**config.mk**
```make
export PLATFORM = sky130hd
export DESIGN_NAME = gmii_tx
export DESIGN_NICKNAME = d
export VERILOG_FILES = /design/src/gmii_tx_pkg.sv /design/src/byte_strobe_timer.sv /design/src/gmii_tx_fsm.sv /design/src/tx_byte_path.sv /design/src/fcs_crc32.sv /design/src/tx_stat_counters.sv /design/src/gmii_tx.sv
export SDC_FILE = /design/constraint.sdc
export NUM_CORES = 1
export LEC_CHECK = 0
export BUFFER_PORTS_ARGS = -buffer_cell sky130_fd_sc_hd__buf_2
export CAP_MARGIN = 20
export CORE_ASPECT_RATIO = 1.75
export CORE_MARGIN = 3
export CORE_UTILIZATION = 40
export DETAILED_ROUTE_END_ITERATION = 10
export GPL_ROUTABILITY_DRIVEN = 0
export SLEW_MARGIN = 15
export SYNTH_ARGS = -nofsm -noshare
export SYNTH_HDL_FRONTEND = slang
export SYNTH_SLANG_ARGS = --single-unit
```
**constraint.sdc**
```tcl
create_clock -name clk125 -period 12.35 [get_ports clk125]
set_input_delay 2.47 -clock clk125 [delete_from_list [all_inputs] [get_ports clk125]]
set_output_delay 2.47 -clock clk125 [all_outputs]
set_load 0.005 [all_outputs]
```
**src/gmii_tx_pkg.sv**
```systemverilog
// types, enums and framing constants shared by the gmii transmit framer and its testbench
package gmii_tx_pkg;

	typedef logic [7:0]  byte_t;	// one gmii byte
	typedef logic [63:0] qword_t;	// upstream word, frame byte 0 in bits 7..0
	typedef logic [15:0] len_t;		// payload length in bytes
	typedef logic [31:0] stat_t;
	typedef logic [31:0] crc_t;

	// fmac_speed code, 2'b00 falls back to 1G
	typedef enum logic [1:0] {SPEED_1G = 2'b01, SPEED_100M = 2'b10, SPEED_10M = 2'b11} speed_t;

	typedef enum logic [2:0] {IDLE, PREAMBLE, SFD, DATA, FCS, GAP} tx_state_t;

	// where the next gmii byte comes from
	typedef enum logic [2:0] {SRC_IDLE, SRC_PRE, SRC_SFD, SRC_DATA, SRC_FCS} tx_src_t;

	localparam byte_t PREAMBLE_BYTE = 8'h55;
	localparam byte_t SFD_BYTE      = 8'hD5;

	localparam len_t PREAMBLE_LEN = 16'd7;
	localparam len_t FCS_LEN      = 16'd4;
	localparam len_t GAP_LEN      = 16'd12;	// inter-frame gap in byte times

	// ethernet crc-32, lsb first
	localparam crc_t CRC_POLY    = 32'hEDB88320;
	localparam crc_t CRC_INIT    = 32'hFFFFFFFF;
	localparam crc_t CRC_XOR_OUT = 32'hFFFFFFFF;

	// clk125 cycles per byte at the slow speeds
	localparam int unsigned DIV_100M = 10;
	localparam int unsigned DIV_10M  = 100;

endpackage

```
**src/byte_strobe_timer.sv**
```systemverilog
// free-running byte strobe for the selected gmii speed, one tick per byte time
`timescale 1ns/100ps

module byte_strobe_timer
(
	input  logic                clk125,
	input  logic                rst_,
	input  gmii_tx_pkg::speed_t speed,
	output logic                byte_tick
);

	logic [6:0] div_cnt;
	logic [6:0] reload;
	gmii_tx_pkg::speed_t speed_q;	// last speed, to spot a change

	always_comb
	begin
		case (speed)
			gmii_tx_pkg::SPEED_100M: reload = 7'(gmii_tx_pkg::DIV_100M - 1);
			gmii_tx_pkg::SPEED_10M:  reload = 7'(gmii_tx_pkg::DIV_10M - 1);
			default:                 reload = 7'd0;	// 1G and code 00
		endcase
	end

	// reload stays 0 at 1G so the strobe is high every cycle
	assign byte_tick = (reload == 7'd0) || (div_cnt == 7'd0);

	always_ff @(posedge clk125)
	begin
		if (!rst_)
		begin
			div_cnt <= 7'd0;
			speed_q <= gmii_tx_pkg::SPEED_1G;
		end
		else
		begin
			speed_q <= speed;
			if ((speed != speed_q) || (div_cnt == 7'd0))
				div_cnt <= reload;	// restart at once on a speed change
			else
				div_cnt <= div_cnt - 7'd1;
		end
	end

endmodule

```
**src/gmii_tx_fsm.sv**
```systemverilog
// frame sequencer, accepts a packet on rts/cts and steps it through preamble, sfd, data, fcs, gap
`timescale 1ns/100ps

module gmii_tx_fsm
(
	input  logic                  clk125,
	input  logic                  rst_,
	input  logic                  byte_tick,
	input  logic                  linkup,
	input  logic                  rts,
	input  gmii_tx_pkg::len_t     rbytes,
	output logic                  cts,
	output logic                  word_take,
	output gmii_tx_pkg::tx_src_t  byte_src,
	output logic                  frame_done,
	output gmii_tx_pkg::len_t     frame_len
);

	gmii_tx_pkg::tx_state_t state;
	gmii_tx_pkg::len_t      cnt;	// bytes done in the current phase
	logic accept;
	logic last_data;

	assign accept    = rts & cts;
	assign last_data = (cnt == frame_len - 16'd1);

	// first word at acceptance, then one per eight payload bytes
	assign word_take = accept ||
		(byte_tick && (state == gmii_tx_pkg::DATA) && (cnt[2:0] == 3'd7) && !last_data);

	always_ff @(posedge clk125)
	begin
		if (accept)
			frame_len <= rbytes;
	end

	always_ff @(posedge clk125)
	begin
		if (!rst_)
		begin
			state      <= gmii_tx_pkg::IDLE;
			byte_src   <= gmii_tx_pkg::SRC_IDLE;
			cnt        <= '0;
			cts        <= 1'b0;
			frame_done <= 1'b0;
		end
		else
		begin
			frame_done <= 1'b0;
			cts        <= linkup && (state == gmii_tx_pkg::IDLE) && !accept;
			if (accept)
			begin
				state    <= gmii_tx_pkg::PREAMBLE;
				byte_src <= gmii_tx_pkg::SRC_PRE;
				cnt      <= '0;
			end
			else if (byte_tick)
			begin
				cnt <= cnt + 16'd1;	// phase ends below override this
				case (state)
					gmii_tx_pkg::PREAMBLE:
						if (cnt == gmii_tx_pkg::PREAMBLE_LEN - 16'd1)
						begin
							state    <= gmii_tx_pkg::SFD;
							byte_src <= gmii_tx_pkg::SRC_SFD;
							cnt      <= '0;
						end
					gmii_tx_pkg::SFD:
					begin
						state    <= gmii_tx_pkg::DATA;
						byte_src <= gmii_tx_pkg::SRC_DATA;
						cnt      <= '0;
					end
					gmii_tx_pkg::DATA:
						if (last_data)
						begin
							state    <= gmii_tx_pkg::FCS;
							byte_src <= gmii_tx_pkg::SRC_FCS;
							cnt      <= '0;
						end
					gmii_tx_pkg::FCS:
						if (cnt == gmii_tx_pkg::FCS_LEN - 16'd1)
						begin
							state      <= gmii_tx_pkg::GAP;
							byte_src   <= gmii_tx_pkg::SRC_IDLE;
							cnt        <= '0;
							frame_done <= 1'b1;	// last check byte goes out now
						end
					gmii_tx_pkg::GAP:
						if (cnt == gmii_tx_pkg::GAP_LEN - 16'd1)
						begin
							state <= gmii_tx_pkg::IDLE;
							cnt   <= '0;
						end
					default:
					begin
						state    <= gmii_tx_pkg::IDLE;
						byte_src <= gmii_tx_pkg::SRC_IDLE;
						cnt      <= '0;
					end
				endcase
			end
		end
	end

endmodule

```
**src/tx_byte_path.sv**
```systemverilog
// payload word shifter and registered gmii output stage, one byte per byte tick
`timescale 1ns/100ps

module tx_byte_path
(
	input  logic                  clk125,
	input  logic                  rst_,
	input  logic                  byte_tick,
	input  gmii_tx_pkg::tx_src_t  byte_src,
	input  logic                  word_take,
	input  gmii_tx_pkg::qword_t   rdata,
	input  gmii_tx_pkg::byte_t    fcs_byte,
	output gmii_tx_pkg::byte_t    data_byte,
	output gmii_tx_pkg::byte_t    gmii_txd,
	output logic                  gmii_tx_en
);

	gmii_tx_pkg::qword_t shreg;	// current payload word, next byte lowest

	assign data_byte = shreg[7:0];

	// a new word replaces the one whose eighth byte goes out on the same edge
	always_ff @(posedge clk125)
	begin
		if (word_take)
			shreg <= rdata;
		else if (byte_tick && (byte_src == gmii_tx_pkg::SRC_DATA))
			shreg <= {8'h00, shreg[63:8]};
	end

	always_ff @(posedge clk125)
	begin
		if (!rst_)
		begin
			gmii_txd   <= 8'h00;
			gmii_tx_en <= 1'b0;
		end
		else if (byte_tick)
		begin
			gmii_tx_en <= (byte_src != gmii_tx_pkg::SRC_IDLE);
			case (byte_src)
				gmii_tx_pkg::SRC_PRE:  gmii_txd <= gmii_tx_pkg::PREAMBLE_BYTE;
				gmii_tx_pkg::SRC_SFD:  gmii_txd <= gmii_tx_pkg::SFD_BYTE;
				gmii_tx_pkg::SRC_DATA: gmii_txd <= data_byte;
				gmii_tx_pkg::SRC_FCS:  gmii_txd <= fcs_byte;
				default:               gmii_txd <= 8'h00;	// idle between frames
			endcase
		end
	end

endmodule

```
**src/fcs_crc32.sv**
```systemverilog
// byte-wise ethernet crc-32 over the payload, shifts the check bytes out lowest first
`timescale 1ns/100ps

module fcs_crc32
(
	input  logic                  clk125,
	input  logic                  rst_,
	input  logic                  byte_tick,
	input  gmii_tx_pkg::tx_src_t  byte_src,
	input  gmii_tx_pkg::byte_t    data_byte,
	output gmii_tx_pkg::byte_t    fcs_byte
);

	gmii_tx_pkg::crc_t crc;

	// one byte through the reflected polynomial, lsb first
	function automatic gmii_tx_pkg::crc_t crc_byte(gmii_tx_pkg::crc_t c, gmii_tx_pkg::byte_t d);
		gmii_tx_pkg::crc_t r;
		r = c ^ {24'd0, d};
		for (int i = 0; i < 8; i++)
		begin
			if (r[0])
				r = (r >> 1) ^ gmii_tx_pkg::CRC_POLY;
			else
				r = r >> 1;
		end
		return r;
	endfunction

	assign fcs_byte = crc[7:0] ^ gmii_tx_pkg::CRC_XOR_OUT[7:0];

	always_ff @(posedge clk125)
	begin
		if (!rst_)
			crc <= gmii_tx_pkg::CRC_INIT;
		else if (byte_tick)
		begin
			case (byte_src)
				gmii_tx_pkg::SRC_SFD:  crc <= gmii_tx_pkg::CRC_INIT;	// fresh frame
				gmii_tx_pkg::SRC_DATA: crc <= crc_byte(crc, data_byte);
				gmii_tx_pkg::SRC_FCS:  crc <= {8'hFF, crc[31:8]};	// next check byte down
				default:               crc <= crc;
			endcase
		end
	end

endmodule

```
**src/tx_stat_counters.sv**
```systemverilog
// transmitted packet and payload byte counters, byte count clearable
`timescale 1ns/100ps

module tx_stat_counters
(
	input  logic                clk125,
	input  logic                rst_,
	input  logic                frame_done,
	input  gmii_tx_pkg::len_t   frame_len,
	input  logic                byte_cnt_clr,
	output gmii_tx_pkg::stat_t  tx_pkt_cnt,
	output gmii_tx_pkg::stat_t  tx_byte_cnt
);

	always_ff @(posedge clk125)
	begin
		if (!rst_)
		begin
			tx_pkt_cnt  <= '0;
			tx_byte_cnt <= '0;
		end
		else
		begin
			if (frame_done)
				tx_pkt_cnt <= tx_pkt_cnt + 32'd1;

			// clear beats a frame ending on the same edge
			if (byte_cnt_clr)
				tx_byte_cnt <= '0;
			else if (frame_done)
				tx_byte_cnt <= tx_byte_cnt + gmii_tx_pkg::stat_t'(frame_len);
		end
	end

endmodule

```
**src/gmii_tx.sv**
```systemverilog
// top of the gmii transmit framer, connects timer, sequencer, byte path, crc and counters
`timescale 1ns/100ps

module gmii_tx
(
	input  logic                 clk125,
	input  logic                 rst_,
	input  gmii_tx_pkg::speed_t  fmac_speed,
	input  logic                 linkup,
	input  logic                 rts,
	input  gmii_tx_pkg::qword_t  rdata,
	input  gmii_tx_pkg::len_t    rbytes,
	input  logic                 tx_byte_cnt_clr,
	output logic                 cts,
	output logic                 word_take,
	output gmii_tx_pkg::byte_t   gmii_txd,
	output logic                 gmii_tx_en,
	output gmii_tx_pkg::stat_t   tx_pkt_cnt,
	output gmii_tx_pkg::stat_t   tx_byte_cnt
);

	logic                  byte_tick;
	gmii_tx_pkg::tx_src_t  byte_src;
	gmii_tx_pkg::byte_t    fcs_byte;
	gmii_tx_pkg::byte_t    data_byte;
	logic                  frame_done;
	gmii_tx_pkg::len_t     frame_len;

	byte_strobe_timer byte_strobe_timer_i (
		.clk125    (clk125),
		.rst_      (rst_),
		.speed     (fmac_speed),
		.byte_tick (byte_tick)
	);

	gmii_tx_fsm gmii_tx_fsm_i (
		.clk125     (clk125),
		.rst_       (rst_),
		.byte_tick  (byte_tick),
		.linkup     (linkup),
		.rts        (rts),
		.rbytes     (rbytes),
		.cts        (cts),
		.word_take  (word_take),
		.byte_src   (byte_src),
		.frame_done (frame_done),
		.frame_len  (frame_len)
	);

	tx_byte_path tx_byte_path_i (
		.clk125     (clk125),
		.rst_       (rst_),
		.byte_tick  (byte_tick),
		.byte_src   (byte_src),
		.word_take  (word_take),
		.rdata      (rdata),
		.fcs_byte   (fcs_byte),
		.data_byte  (data_byte),
		.gmii_txd   (gmii_txd),
		.gmii_tx_en (gmii_tx_en)
	);

	fcs_crc32 fcs_crc32_i (
		.clk125    (clk125),
		.rst_      (rst_),
		.byte_tick (byte_tick),
		.byte_src  (byte_src),
		.data_byte (data_byte),
		.fcs_byte  (fcs_byte)
	);

	tx_stat_counters tx_stat_counters_i (
		.clk125       (clk125),
		.rst_         (rst_),
		.frame_done   (frame_done),
		.frame_len    (frame_len),
		.byte_cnt_clr (tx_byte_cnt_clr),
		.tx_pkt_cnt   (tx_pkt_cnt),
		.tx_byte_cnt  (tx_byte_cnt)
	);

endmodule

```
==> key figures <==
Synth
  – Async S/R FF share, synth: 0%
  – Post-Syn Instances: 1185
  – Synthesized cell area: 0.0112 mm^2
  – Yosys top cell area share: roughly 25%
  – Post-Syn Area per Cell: 9.46 um^2
  – Area leader, netlist: dfxtp_1
  – Syn Nets: 1295
  – Synth area leaders: dfxtp_1 (25%), edfxtp_1 (21%), xnor2_1 (5.2%)
  – Synth warnings: 0
  – Register area share after synthesis: 46.1%
  – EDFF count, synth: 80
  – Post-synth cell types: 74
  – Synth Flop Type: dfxtp_1
  – Synthesis-stage register bit count: 218

STA
  – Final hold violations: 0
  – Final worst-path cycle share: a little over half
  – Setup TNS: 0 ns
  – RSZ-0062 raised after global routing: false
  – Final setup viols: 0
  – Fmax: about 150 MHz
  – Final clock skew: about 0.016 ns
  – Slew margin rel.: 35.1%
  – Max Slew Vio Count: 0
  – Worst Max-Slew Pin Slew: 0.973 ns
  – Tmin final: 6.77 ns

CTS
  – CTS tree: done
  – Worst-case clock buffer depth: 3
  – Post_cts resized: 0
  – Hold Buf Count CTS: 0
  – Worst-Skew Late Latency: 0.53 ns
  – CTS H-tree depth: 1
  – Root Driver: clkbuf_16
  – Number of CTS-inserted buffers: 23
  – Post-CTS Setup Inserts: 0
  – Clk sink count: 218
  – CTS clk-pin slew, worst paths: 0.07 ns

Final layout
  – Share of cells above drive strength 1: 18.7%
  – Filler-free cell count of the finished design: between 1500 and 2000
  – Nets: around 1400
  – Area Growth Syn to Fin: 16.5%

Route
  – WL met1: between 10000 and 15000 um
  – DRT iter0 DRCs: roughly 500
  – Vias: 9222
  – WL met2: roughly 15000 um
  – WL/cell: approximately 17 um
  – DR pass1 iterations: 5
  – DR vias/cell: 5.39
  – Met3 wire length: 1550 um
  – DRC viols: 0
  – Highest routed metal layer: met4
  – Post-route ant nets: 0
  – Post-Route WL: approximately 28000 um

Floorplan
  – Number of core rows: 80
  – Die Span Y: 227 um
  – Core ar.: about 0.027 mm^2
  – I/O pin count: 162
  – Die area: 0.0301 mm^2
  – Die width: 133 um
  – Initial Util: 40.9%

GRT
  – First-pass GRT wire length: 46200 um
  – Global Route Usage Sum: 18.4%
  – Total congestion overflow: 0
  – Largest net degree at the start of global routing: 67
  – Initial antenna violation count: 1
  – Vias in the first global route: just over 9000

Outcome
  – Status: complete, no violations

Placement
  – HPWL after DPL: 20500 um
  – Inst Count DP: 1668
  – Port Buffers: 161

Setup path
  – Critical Path End Type: primary output
  – Maximum fanout along the worst path: 66
  – Cell family with most CP delay: buffers and inverters
  – Critical Path Source Type: input pin
  – CP max-delay cell: buf_4
  – Arr. time, crit path: about 4.3 ns
  – Worst path max stage delay: roughly 0.64 ns
  – Buf+Inv Stages, Crit Path: 5
  – Critical Path RT: 9.88 ns
  – Cell breakdown of the critical path: buf_2 -> nand2_1 -> inv_1 -> a41oi_4 -> buf_4 -> inv_1 -> buf_2
  – Kind of critical path: input pin to primary output

Power and ir drop
  – P_leak: 4.95 nW
  – Peak VDD IR: 130 uV
  – Power density cells: 135 mW/mm^2

Min path
  – Hold Crit Class: flop to flop

Run
  – Max_cap viols: 0
## layer usage
metal  vias up  global-route usage [%]
met1      4399                    19.3
met4         0                    7.48
li1       4540                       -
met3        58                    3.85
met2       225                    35.7
met5         -                       0
## through the flow
stage	util [%]	worst slack, ns	power [mW]	area (um^2)	hold WS [ns]
floorplan	-	6.37	1.02	11200	0.457
global placement	44.9	5.53	1.09	12300	0.465
detailed placement	44.9	5.53	1.10	12300	0.480
CTS	47.6	5.53	1.78	13000	0.489
global route	47.6	5.40	1.84	13100	0.504
finish	47.6	5.58	1.76	13100	0.486
## tightest hold or removal path: cells and delay by family, from the launching register on
kind | cells | cell delay, ns
compound gates | 2 | 0.13
flops | 1 | 0.31
## sequential cells by signal, indices dropped and copies added (netlist names), 7 cells and up
signal,cells
byte_strobe_timer_i.div_cnt,7
fcs_crc32_i.crc,32
gmii_tx_fsm_i.cnt,16
gmii_tx_fsm_i.frame_len,16
tx_byte_path_i.gmii_txd,8
tx_byte_path_i.shreg,64
tx_stat_counters_i.tx_byte_cnt,32
tx_stat_counters_i.tx_pkt_cnt,32
## synthesized netlist by cell type (4+ instances only)
cell and instances:
nor3b_1 4, nor3_1 28, nor4_1 14, nand4_1 17
nor2_1 131, xor2_1 43, xnor2_1 66, o21ai_0 57
dfxtp_1 138, a31oi_1 8, or2_2 5, and3_1 11
ha_1 22, o211ai_1 16, nand2_1 112, or4_1 8
edfxtp_1 80, nand2b_1 13, mux2_2 26, o221ai_1 7
o31ai_1 10, inv_1 26, nand3_1 42, o21ai_1 4
o22ai_1 8, a211oi_1 8, nand3b_1 4, o311ai_0 7
mux2_1 30, or3_1 24, clkbuf_1 46, a21o_1 6
nor2b_1 15, mux2i_1 14, and2_1 9, a21oi_1 69
## cells in the final DEF, fill, tap and decap left out, drive strengths merged, types with 4 or more instances in the layout
| cell type | instances |
|---|---|
| o22ai | 8 |
| ha | 22 |
| or2 | 5 |
| and3 | 11 |
| a21oi | 69 |
| clkbuf | 32 |
| nand4 | 17 |
| buf | 171 |
| nor2b | 15 |
| clkinv | 6 |
| nor4 | 14 |
| nand3 | 42 |
| nor3b | 4 |
| mux2 | 56 |
| a211oi | 8 |
| and2 | 9 |
| inv | 29 |
| xnor2 | 66 |
| nand2b | 13 |
| a31oi | 8 |
| o21ai | 61 |
| nor3 | 28 |
| nor2 | 131 |
| nand2 | 112 |
| mux2i | 14 |
| or3 | 24 |
| dfxtp | 138 |
| o211ai | 16 |
| or4 | 8 |
| edfxtp | 80 |
| o31ai | 10 |
| o311ai | 7 |
| o221ai | 7 |
| nand3b | 4 |
| xor2 | 44 |
| a21o | 6 |
## final cells by class
cell class | instances | area [um^2]
Fill cell | 2701 | 14400
Multi-Input combinational cell | 882 | 5700
Sequential cell | 218 | 5160
Timing Repair Buffer | 172 | 886
Clock buffer | 31 | 667
Tap cell | 369 | 462
Inverter | 28 | 105
Clock inverter | 10 | 68.8
Antenna cell | 1 | 2.50
## kinds of logic after synthesis
| kind of cell | after synthesis | synth area share (%) |
|---|---|---|
| buf+inv | 85 | 3.33 |
| mux | 70 | 6.88 |
| xor+xnor | 111 | 8.87 |
| fa+ha+maj | 23 | 2.63 |
| flops | 218 | 46.1 |
| compound gates | 229 | 12.9 |
| simple gates | 449 | 19.3 |
## where the power goes
part / total [mW] / internal, mW / switching [mW]
clock network: 0.677 / 0.382 / 0.296
logic: 0.274 / 0.110 / 0.164
registers: 0.808 / 0.782 / 0.0265
## worst paths after layout
check	start	end	slack (ns)	depth (start not counted)
hold / removal	tx_stat_counters_i.tx_byte_cnt[31]	tx_stat_counters_i.tx_byte_cnt[31]	0.49	2
setup / recovery	rts	word_take	5.58	7
setup reg to reg	gmii_tx_fsm_i.frame_len[1]	tx_byte_path_i.shreg[1]	8.27	11
hold reg to reg	tx_stat_counters_i.tx_byte_cnt[31]	tx_stat_counters_i.tx_byte_cnt[31]	0.49	2
(Power assumes the default switching activity.)
